`config.mk`:
```
export PLATFORM = sky130hd
export DESIGN_NAME = mlpTop
export DESIGN_NICKNAME = d
export VERILOG_FILES = /design/src/mlpPkg.sv /design/src/argMaxSelect.sv /design/src/denseLayer.sv /design/src/featureLoader.sv /design/src/mlpTop.sv /design/src/neuronNode.sv
export SDC_FILE = /design/constraint.sdc
export NUM_CORES = 2
export LEC_CHECK = 0
export BUFFER_PORTS_ARGS = -buffer_cell sky130_fd_sc_hd__buf_2
export CORE_ASPECT_RATIO = 0.75
export CORE_UTILIZATION = 42
export DETAILED_ROUTE_END_ITERATION = 7
export PLACE_DENSITY_LB_ADDON = 0.05
export SYNTH_ARGS = -nofsm -noshare
export SYNTH_HDL_FRONTEND = slang
export SYNTH_SLANG_ARGS = --single-unit
```
`constraint.sdc`:
```
create_clock -name clk -period 11.2 [get_ports clk]
set_input_delay 2.24 -clock clk [delete_from_list [all_inputs] [get_ports clk]]
set_output_delay 2.24 -clock clk [all_outputs]
set_load 0.05 [all_outputs]
```
`src/mlpPkg.sv`:
```
package mlpPkg;

	parameter int featureCount = 8;
	parameter int hiddenCount = 4;
	parameter int classCount = 3;

	parameter int actWidth = 8;
	parameter int weightWidth = 8;
	parameter int biasWidth = 16;
	parameter int accWidth = 23;

	// row r, column c sits at index r*cols+c.
	parameter logic [0:hiddenCount*featureCount-1][weightWidth-1:0] hiddenWeights = {
		8'sd12, -8'sd7, 8'sd21, 8'sd14, -8'sd5, 8'sd19, 8'sd30, -8'sd3,
		-8'sd20, 8'sd14, 8'sd6, -8'sd11, 8'sd25, -8'sd8, 8'sd3, 8'sd17,
		8'sd8, 8'sd19, -8'sd26, 8'sd13, 8'sd2, -8'sd14, 8'sd10, 8'sd22,
		-8'sd25, -8'sd12, 8'sd16, 8'sd7, -8'sd29, 8'sd11, -8'sd18, 8'sd7
	};

	parameter logic [0:hiddenCount-1][biasWidth-1:0] hiddenBias = {
		16'sd64, -16'sd128, 16'sd200, -16'sd40
	};

	parameter logic [0:classCount*hiddenCount-1][weightWidth-1:0] outputWeights = {
		8'sd20, -8'sd10, 8'sd15, 8'sd8,
		-8'sd6, 8'sd24, 8'sd12, -8'sd14,
		8'sd11, 8'sd9, -8'sd18, 8'sd26
	};

	parameter logic [0:classCount-1][biasWidth-1:0] outputBias = {
		-16'sd100, -16'sd64, -16'sd300 // all below zero.
	};

	typedef enum logic {lsIdle, lsFill} loaderState;

endpackage

```
`src/argMaxSelect.sv`:
```
`timescale 1ns/1ps

module argMaxSelect
#(
	parameter int classNum = 3,
	localparam int indexWidth = $clog2(classNum)
)
(
	input logic clk,
	input logic reset,
	input logic inValid,
	input logic [classNum-1:0][mlpPkg::actWidth-1:0] scores,
	output logic resultValid,
	output logic [indexWidth-1:0] classIndex,
	output logic [mlpPkg::actWidth-1:0] classScore
);
	logic [indexWidth-1:0] bestIndex;
	logic [mlpPkg::actWidth-1:0] bestScore;

	always_comb
	begin
		bestIndex = '0;
		bestScore = scores[0];
		for (int i = 1; i < classNum; i++)
		begin
			if ($signed(scores[i]) > $signed(bestScore)) // strict, so a tie keeps the lower index.
			begin
				bestIndex = indexWidth'(i);
				bestScore = scores[i];
			end
		end
	end

	always_ff @(posedge clk)
	begin
		if (reset)
		begin
			resultValid <= 1'b0;
			classIndex <= '0;
			classScore <= '0;
		end
		else
		begin
			resultValid <= inValid;
			if (inValid)
			begin
				classIndex <= bestIndex;
				classScore <= bestScore;
			end
		end
	end

	indexRange: assert property (@(posedge clk) disable iff (reset) classIndex < classNum)
		else $error("class index %0d out of range", classIndex);

endmodule

```
`src/denseLayer.sv`:
```
`timescale 1ns/1ps

module denseLayer
#(
	parameter int inputCount = 8,
	parameter int nodeCount = 4,
	parameter logic [0:inputCount*nodeCount-1][mlpPkg::weightWidth-1:0] weights = '0,
	parameter logic [0:nodeCount-1][mlpPkg::biasWidth-1:0] biases = '0
)
(
	input logic clk,
	input logic reset,
	input logic inValid,
	input logic [inputCount-1:0][mlpPkg::actWidth-1:0] layerIn,
	output logic [nodeCount-1:0][mlpPkg::actWidth-1:0] layerOut,
	output logic layerValid
);
	logic [2:0] validPipe; // one bit per neuron stage.

	for (genvar n = 0; n < nodeCount; n++)
	begin : node
		neuronNode
		#(
			.inputCount(inputCount),
			.weights(weights[n*inputCount +: inputCount]),
			.bias(biases[n])
		)
		i_neuronNode
		(
			.clk(clk),
			.reset(reset),
			.act(layerIn),
			.result(layerOut[n])
		);
	end

	always_ff @(posedge clk)
	begin
		if (reset)
			validPipe <= '0;
		else
			validPipe <= {validPipe[1:0], inValid};
	end

	assign layerValid = validPipe[2];

endmodule

```
`src/featureLoader.sv`:
```
`timescale 1ns/1ps

module featureLoader
(
	input logic clk,
	input logic reset,
	input logic byteValid,
	input logic frameAbort,
	input logic signed [mlpPkg::actWidth-1:0] byteData,
	output logic [mlpPkg::featureCount-1:0][mlpPkg::actWidth-1:0] frameData,
	output logic frameValid
);
	localparam int featureCount = mlpPkg::featureCount;
	localparam int countWidth = $clog2(featureCount + 1);

	mlpPkg::loaderState state;
	logic [countWidth-1:0] byteCount;
	logic [featureCount-1:0][mlpPkg::actWidth-1:0] shiftReg;

	always_ff @(posedge clk)
	begin
		if (reset)
		begin
			state <= mlpPkg::lsIdle;
			byteCount <= '0;
			shiftReg <= '0;
			frameData <= '0;
			frameValid <= 1'b0;
		end
		else
		begin
			frameValid <= 1'b0;
			if (frameAbort)
			begin
				state <= mlpPkg::lsIdle; // partial frame dropped.
				byteCount <= '0;
			end
			else if (byteValid)
			begin
				shiftReg <= {byteData, shiftReg[featureCount-1:1]}; // first byte ends at index 0.
				case (state)
					mlpPkg::lsIdle:
					begin
						state <= mlpPkg::lsFill;
						byteCount <= countWidth'(1);
					end
					mlpPkg::lsFill:
					begin
						if (byteCount == countWidth'(featureCount - 1))
						begin
							frameData <= {byteData, shiftReg[featureCount-1:1]};
							frameValid <= 1'b1;
							state <= mlpPkg::lsIdle;
							byteCount <= '0;
						end
						else
							byteCount <= byteCount + 1'b1;
					end
					default: state <= mlpPkg::lsIdle;
				endcase
			end
		end
	end

	countBound: assert property (@(posedge clk) disable iff (reset)
		byteCount < featureCount && (state == mlpPkg::lsIdle) == (byteCount == '0))
		else $error("loader count out of step with state");

endmodule

```
`src/mlpTop.sv`:
```
`timescale 1ns/1ps

module mlpTop
(
	input logic clk,
	input logic reset,
	input logic byteValid,
	input logic signed [mlpPkg::actWidth-1:0] byteData,
	input logic frameAbort,
	output logic resultValid,
	output logic [$clog2(mlpPkg::classCount)-1:0] classIndex,
	output logic [mlpPkg::actWidth-1:0] classScore,
	output logic [mlpPkg::classCount-1:0][mlpPkg::actWidth-1:0] classScores
);
	logic [mlpPkg::featureCount-1:0][mlpPkg::actWidth-1:0] frameData;
	logic frameValid;
	logic [mlpPkg::hiddenCount-1:0][mlpPkg::actWidth-1:0] hiddenOut;
	logic hiddenValid;
	logic scoresValid;

	featureLoader i_featureLoader
	(
		.clk(clk),
		.reset(reset),
		.byteValid(byteValid),
		.frameAbort(frameAbort),
		.byteData(byteData),
		.frameData(frameData),
		.frameValid(frameValid)
	);

	denseLayer
	#(
		.inputCount(mlpPkg::featureCount),
		.nodeCount(mlpPkg::hiddenCount),
		.weights(mlpPkg::hiddenWeights),
		.biases(mlpPkg::hiddenBias)
	)
	i_hiddenLayer
	(
		.clk(clk),
		.reset(reset),
		.inValid(frameValid),
		.layerIn(frameData),
		.layerOut(hiddenOut),
		.layerValid(hiddenValid)
	);

	denseLayer
	#(
		.inputCount(mlpPkg::hiddenCount),
		.nodeCount(mlpPkg::classCount),
		.weights(mlpPkg::outputWeights),
		.biases(mlpPkg::outputBias)
	)
	i_outputLayer
	(
		.clk(clk),
		.reset(reset),
		.inValid(hiddenValid),
		.layerIn(hiddenOut),
		.layerOut(classScores),
		.layerValid(scoresValid)
	);

	argMaxSelect #(.classNum(mlpPkg::classCount)) i_argMaxSelect
	(
		.clk(clk),
		.reset(reset),
		.inValid(scoresValid),
		.scores(classScores),
		.resultValid(resultValid),
		.classIndex(classIndex),
		.classScore(classScore)
	);

endmodule

```
`src/neuronNode.sv`:
```
`timescale 1ns/1ps

module neuronNode
#(
	parameter int inputCount = 8,
	parameter logic [0:inputCount-1][mlpPkg::weightWidth-1:0] weights = '0,
	parameter logic signed [mlpPkg::biasWidth-1:0] bias = '0
)
(
	input logic clk,
	input logic reset,
	input logic [inputCount-1:0][mlpPkg::actWidth-1:0] act,
	output logic [mlpPkg::actWidth-1:0] result
);
	localparam int actWidth = mlpPkg::actWidth;
	localparam int accWidth = mlpPkg::accWidth;
	localparam int fracBits = 6; // divide by 64.
	localparam logic [actWidth-1:0] maxAct = actWidth'(2 ** (actWidth - 1) - 1);

	logic [inputCount-1:0][actWidth-1:0] actReg;
	logic signed [accWidth-1:0] macSum;
	logic signed [accWidth-1:0] accSum;
	logic roundUp;
	logic [accWidth-fracBits-1:0] rounded;

	always_comb
	begin
		macSum = accWidth'(bias);
		for (int i = 0; i < inputCount; i++)
			macSum = macSum + accWidth'($signed(actReg[i]) * $signed(weights[i]));
	end

	// round up only past the half step.
	assign roundUp = accSum[fracBits-1] && (accSum[fracBits-2:0] != '0);
	assign rounded = {1'b0, accSum[accWidth-2:fracBits]} + (accWidth - fracBits)'(roundUp);

	always_ff @(posedge clk)
	begin
		if (reset)
		begin
			actReg <= '0;
			accSum <= '0;
			result <= '0;
		end
		else
		begin
			actReg <= act;
			accSum <= macSum;
			if (accSum[accWidth-1])
				result <= '0; // relu.
			else if (rounded > (accWidth - fracBits)'(maxAct))
				result <= maxAct;
			else
				result <= rounded[actWidth-1:0];
		end
	end

	activationRange: assert property (@(posedge clk) disable iff (reset) result <= maxAct)
		else $error("neuron output above %0d", maxAct);

endmodule
```
==> load_flow_metrics.sql <==
INSERT INTO impl_metrics (metric_group, metric, value, unit) VALUES
('die', 'core_region_area', '0.127', 'mm^2'),
('global_route', 'initial_antenna_violation_count', '13', ''),
('yosys', 'synth_enable_flop_cells', '0', ''),
('clock_network', 'total_number_of_clock_tree_sinks', '453', ''),
('yosys', 'synth.lib_cells_used.distinct', '77', ''),
('cells_and_area', 'design_area', '0.0578', 'mm^2'),
('yosys', 'yosys_most_used_dff', 'sky130_fd_sc_hd__dfxtp_1', ''),
('setup_path', 'timing.critical_path.mode_cell', 'sky130_fd_sc_hd__fa_1', ''),
('yosys', 'ys_ff_latch', '453', ''),
('global_route', 'grt_start_max_net_pins', '139', ''),
('die', 'site_rows', '113', ''),
('setup_path', 'crit_path_max_incr_delay', '0.85', 'ns'),
('placement', 'buffer_ports.inserted', '46', ''),
('die', 'die-height', '311', 'um'),
('detailed_routing', 'drt_wl_total', '170', 'mm'),
('clock_network', 'tritoncts', 'yes', ''),
('cells_and_area', 'num-fill-cells', '12286', ''),
('setup_path', 'r2r-end', 'i_hiddenLayer.node[3].i_neuronNode.accSum[22]$_SDFF_PP0_', ''),
('setup_path', 'cpMaxStageDelayCell', 'sky130_fd_sc_hd__a21oi_1', ''),
('yosys', 'synthTopCellsByArea', 'sky130_fd_sc_hd__fa_1 (29%), sky130_fd_sc_hd__ha_1 (21%), sky130_fd_sc_hd__dfxtp_1 (17%), sky130_fd_sc_hd__inv_1 (9.6%), sky130_fd_sc_hd__xnor2_1 (3.7%)', ''),
('detailed_routing', 'routed_via_density', '5.04', ''),
('cells_and_area', 'footprint_of_the_multi_input_gates', '0.0391', 'mm^2'),
('worst_hold_path', 'hold_path_depth', '1', ''),
('setup_path', 'crit_chain', 'inv_1, fa_1, inv_1, ha_1, ha_1, ha_1, fa_1, inv_1, fa_1, inv_1, fa_1, fa_1, fa_1, inv_1, fa_1, inv_1, fa_1, fa_1, ha_1, a21oi_1, o21ai_1, a311oi_1, o21ai_1, a311oi_1', ''),
('setup_path', 'worst-path-buf-inv', '6', ''),
('setup_path', 'startpoint_of_the_worst_slack_reg_to_reg_timing_path', 'i_hiddenLayer.node[0].i_neuronNode.actReg[1]$_SDFF_PP0_', ''),
('detailed_routing', 'first_iter_violations', '2725', ''),
('timing', 'max_slew_margin', '14.2', '%'),
('timing', 'finalSetupViolCount', '0', ''),
('placement', 'dp_hpwl', '145', 'mm'),
('timing', 'worst-slew-pin-transition', '1.27', 'ns'),
('cells_and_area', 'drive_above_1_share', '4.17', '%'),
('pwr', 'power.density', '106', 'mW/mm^2'),
('yosys', 'async_reset_ff_share', '0', '%'),
('clock_network', 'root_cell_of_the_clock_tree', 'sky130_fd_sc_hd__clkbuf_16', ''),
('die', 'io_pins', '47', ''),
('yosys', 'synthesized_area', '0.0536', 'mm^2'),
('yosys', 'mapped_cells', '5541', ''),
('yosys', 'yosys.area.top_type', 'sky130_fd_sc_hd__fa_1', ''),
('yosys', 'yosys_warnings', '0', ''),
('cells_and_area', 'area_growth', '7.92', '%'),
('clock_network', 'postCtsResizedCells', '0', ''),
('global_route', 'grt_pass1_wl', '254', 'mm'),
('detailed_routing', 'first_pass_iters', '7', ''),
('placement', 'gp_congestion', '0.978', ''),
('setup_path', 'ff2ff_path_depth', '24', ''),
('setup_path', 'crit_path_end', 'i_hiddenLayer.node[3].i_neuronNode.accSum[22]$_SDFF_PP0_', ''),
('cells_and_area', 'layout_commonest_cell', 'sky130_fd_sc_hd__inv_1', ''),
('clock_network', 'cts-root-to-sink-buffers', '3', ''),
('global_route', 'first_global_vias', '37431', ''),
('cells_and_area', 'most-common-layout-cells', 'sky130_fd_sc_hd__inv_1 (1369), sky130_fd_sc_hd__ha_1 (888), sky130_fd_sc_hd__fa_1 (774), sky130_fd_sc_hd__dfxtp_1 (453), sky130_fd_sc_hd__a21oi_1 (295)', ''),
('placement', 'post_dp_cell_area', '0.0560', 'mm^2'),
('pwr', 'vdd_ir_drop_max', '0.117', 'mV'),
('setup_path', 'critPathKind', 'register to register', ''),
('setup_path', 'cp-startpoint', 'i_hiddenLayer.node[0].i_neuronNode.actReg[1]$_SDFF_PP0_', ''),
('clock_network', 'cts_made_buffers', '52', ''),
('timing', 'final_report_hold_violation_count', '0', ''),
('timing', 'final.period_utilization', '84.3', '%'),
('setup_path', 'critical_path_peak_fanout', '6', ''),
('detailed_routing', 'avgRoutedWirePerCell', '23.3', 'um'),
('yosys', 'yosysTopAreaCellShare', '28.9', '%'),
('global_route', 'grt_util_all_layers', '27.0', '%'),
('status', 'outcome', 'finished clean', ''),
('clock_network', 'clkLatencyLatePin', '0.69', 'ns'),
('timing', 'timing.final.max_slew_violations', '0', ''),
('detailed_routing', 'drc_violations', '0', ''),
('timing', 'fin_tns_setup', '0', 'ns'),
('clock_network', 'cts_post_setup_buffers_inserted', '0', ''),
('job', 'timing.max_cap.violations', '0', ''),
('worst_hold_path', 'min_path_type', 'register to register', ''),
('clock_network', 'clk_transition_reported_paths', '0.07', 'ns');
## per-stage QoR
stage	total power [W]	hold WS, ns	utilization (%)	setup WS [ns]	cells
6_report	0.00614	0.434	45.7	1.76	7314
3_3_place_gp	0.00427	0.417	44.3	1.98	7215
5_1_grt	0.00656	0.452	45.7	1.19	7309
2_1_floorplan	0.00363	0.414	-	2.79	5547
4_1_cts	0.00617	0.434	45.7	1.85	7309
3_5_place_dp	0.00427	0.423	44.3	1.90	7215
## per-layer routing
metal	wire, um	GRT usage [%]	up-vias	part of all wire [%]
li1	-	-	17528	-
met1	93600	45.7	18354	55
met2	61400	34.2	902	36
met3	13200	6.07	110	7.8
met4	1910	3.02	0	1.1
met5	0	0	-	0
## report_power, final
| group | internal [W] | total (W) | leakage [nW] | switching [W] |
|---|---|---|---|---|
| Combinational | 0.000928 | 0.00237 | 25.5 | 0.00145 |
| Clock | 0.00105 | 0.00186 | 0.888 | 0.000803 |
| Sequential | 0.00177 | 0.00191 | 3.70 | 0.000141 |
## registers in the layout, indices dropped and copies added (netlist names), 2 cells and up
signal,cells
i_outputLayer.node.i_neuronNode.actReg,32
i_argMaxSelect.classScore,8
i_hiddenLayer.node.i_neuronNode.accSum,90
i_hiddenLayer.validPipe,3
i_featureLoader.byteCount,4
i_outputLayer.validPipe,3
i_argMaxSelect.classIndex,2
i_hiddenLayer.node.i_neuronNode.actReg,64
i_outputLayer.node.i_neuronNode.accSum,68
i_featureLoader.shiftReg,56
i_featureLoader.frameData,64
i_outputLayer.node.i_neuronNode.result,24
i_hiddenLayer.node.i_neuronNode.result,32
## cell usage after synthesis (12+ instances only)
| library cell | count |
|---|---|
| sky130_fd_sc_hd__inv_1 | 1369 |
| sky130_fd_sc_hd__ha_1 | 888 |
| sky130_fd_sc_hd__fa_1 | 774 |
| sky130_fd_sc_hd__dfxtp_1 | 453 |
| sky130_fd_sc_hd__a21oi_1 | 295 |
| sky130_fd_sc_hd__xnor2_1 | 224 |
| sky130_fd_sc_hd__nand2_1 | 219 |
| sky130_fd_sc_hd__nor2b_1 | 181 |
| sky130_fd_sc_hd__nor2_1 | 175 |
| sky130_fd_sc_hd__xor2_1 | 117 |
| sky130_fd_sc_hd__clkbuf_1 | 87 |
| sky130_fd_sc_hd__o21ai_0 | 86 |
| sky130_fd_sc_hd__a21o_1 | 79 |
| sky130_fd_sc_hd__o22a_1 | 64 |
| sky130_fd_sc_hd__nand3_1 | 53 |
| sky130_fd_sc_hd__nand2b_1 | 50 |
| sky130_fd_sc_hd__o21bai_1 | 41 |
| sky130_fd_sc_hd__nor3_1 | 40 |
| sky130_fd_sc_hd__o21a_1 | 35 |
| sky130_fd_sc_hd__a31oi_1 | 30 |
| sky130_fd_sc_hd__mux2i_1 | 23 |
| sky130_fd_sc_hd__nand4_1 | 23 |
| sky130_fd_sc_hd__a211oi_1 | 19 |
| sky130_fd_sc_hd__or2_2 | 15 |
| sky130_fd_sc_hd__and3_1 | 13 |
| sky130_fd_sc_hd__and2_1 | 12 |
| sky130_fd_sc_hd__o211ai_1 | 12 |
## cells by family (layout without fill, tap and decap cells)
logic type	count (synthesis)	count (layout)	share of synthesized area (%)
xor gates and xnor gates	341	341	5.57
other	1	12	0.00700
adders and majority gates	1662	1662	49.6
buffers and inverters	1465	1560	10.3
and+or+nand+nor	825	825	7.69
muxes	31	31	0.598
DFF	453	453	16.9
AOI/OAI and AO/OA	763	763	9.31
## how the worst min path moves through the flow
stage,from,to,slack [ns]
detailed placement,i_hiddenLayer.node[1].i_neuronNode.result[2]$_SDFF_PP0_,i_outputLayer.node[2].i_neuronNode.actReg[10]$_SDFF_PP0_,0.42
global route,i_hiddenLayer.node[1].i_neuronNode.result[1]$_SDFF_PP0_,i_outputLayer.node[2].i_neuronNode.actReg[9]$_SDFF_PP0_,0.45
floorplan,i_featureLoader.frameValid$_SDFF_PP0_,i_hiddenLayer.validPipe[0]$_SDFF_PP0_,0.41
global placement,i_hiddenLayer.node[1].i_neuronNode.result[7]$_SDFF_PP0_,i_outputLayer.node[2].i_neuronNode.actReg[15]$_SDFF_PP0_,0.42
finish,i_hiddenLayer.node[1].i_neuronNode.result[2]$_SDFF_PP0_,i_outputLayer.node[2].i_neuronNode.actReg[10]$_SDFF_PP0_,0.43
CTS,i_hiddenLayer.node[1].i_neuronNode.result[2]$_SDFF_PP0_,i_outputLayer.node[2].i_neuronNode.actReg[10]$_SDFF_PP0_,0.43
## worst reg2reg max path: stages, from the launching register on
cell and delay, ns:
sky130_fd_sc_hd__dfxtp_1 0.72, sky130_fd_sc_hd__inv_1 0.28, sky130_fd_sc_hd__fa_1 0.59, sky130_fd_sc_hd__inv_1 0.04, sky130_fd_sc_hd__ha_1 0.28, sky130_fd_sc_hd__ha_1 0.22, sky130_fd_sc_hd__ha_1 0.21, sky130_fd_sc_hd__fa_1 0.52
sky130_fd_sc_hd__inv_1 0.08, sky130_fd_sc_hd__fa_1 0.54, sky130_fd_sc_hd__inv_1 0.08, sky130_fd_sc_hd__fa_1 0.56, sky130_fd_sc_hd__fa_1 0.45, sky130_fd_sc_hd__fa_1 0.53, sky130_fd_sc_hd__inv_1 0.06, sky130_fd_sc_hd__fa_1 0.48
sky130_fd_sc_hd__inv_1 0.06, sky130_fd_sc_hd__fa_1 0.52, sky130_fd_sc_hd__fa_1 0.52, sky130_fd_sc_hd__ha_1 0.35, sky130_fd_sc_hd__a21oi_1 0.85, sky130_fd_sc_hd__o21ai_1 0.26, sky130_fd_sc_hd__a311oi_1 0.64, sky130_fd_sc_hd__o21ai_1 0.24
sky130_fd_sc_hd__a311oi_1 0.32
## cell type report
cell class / count / area share (%)
Antenna cell: 5 / 0.0216
Sequential cell: 453 / 15.7
Inverter: 1370 / 8.89
Clock inverter: 28 / 0.686
Multi-Input combinational cell: 3629 / 67.5
Tap cell: 1667 / 3.61
Clock buffer: 66 / 2.46
Timing Repair Buffer: 96 / 1.11
No activity file was read; power rests on OpenSTA's default activity.
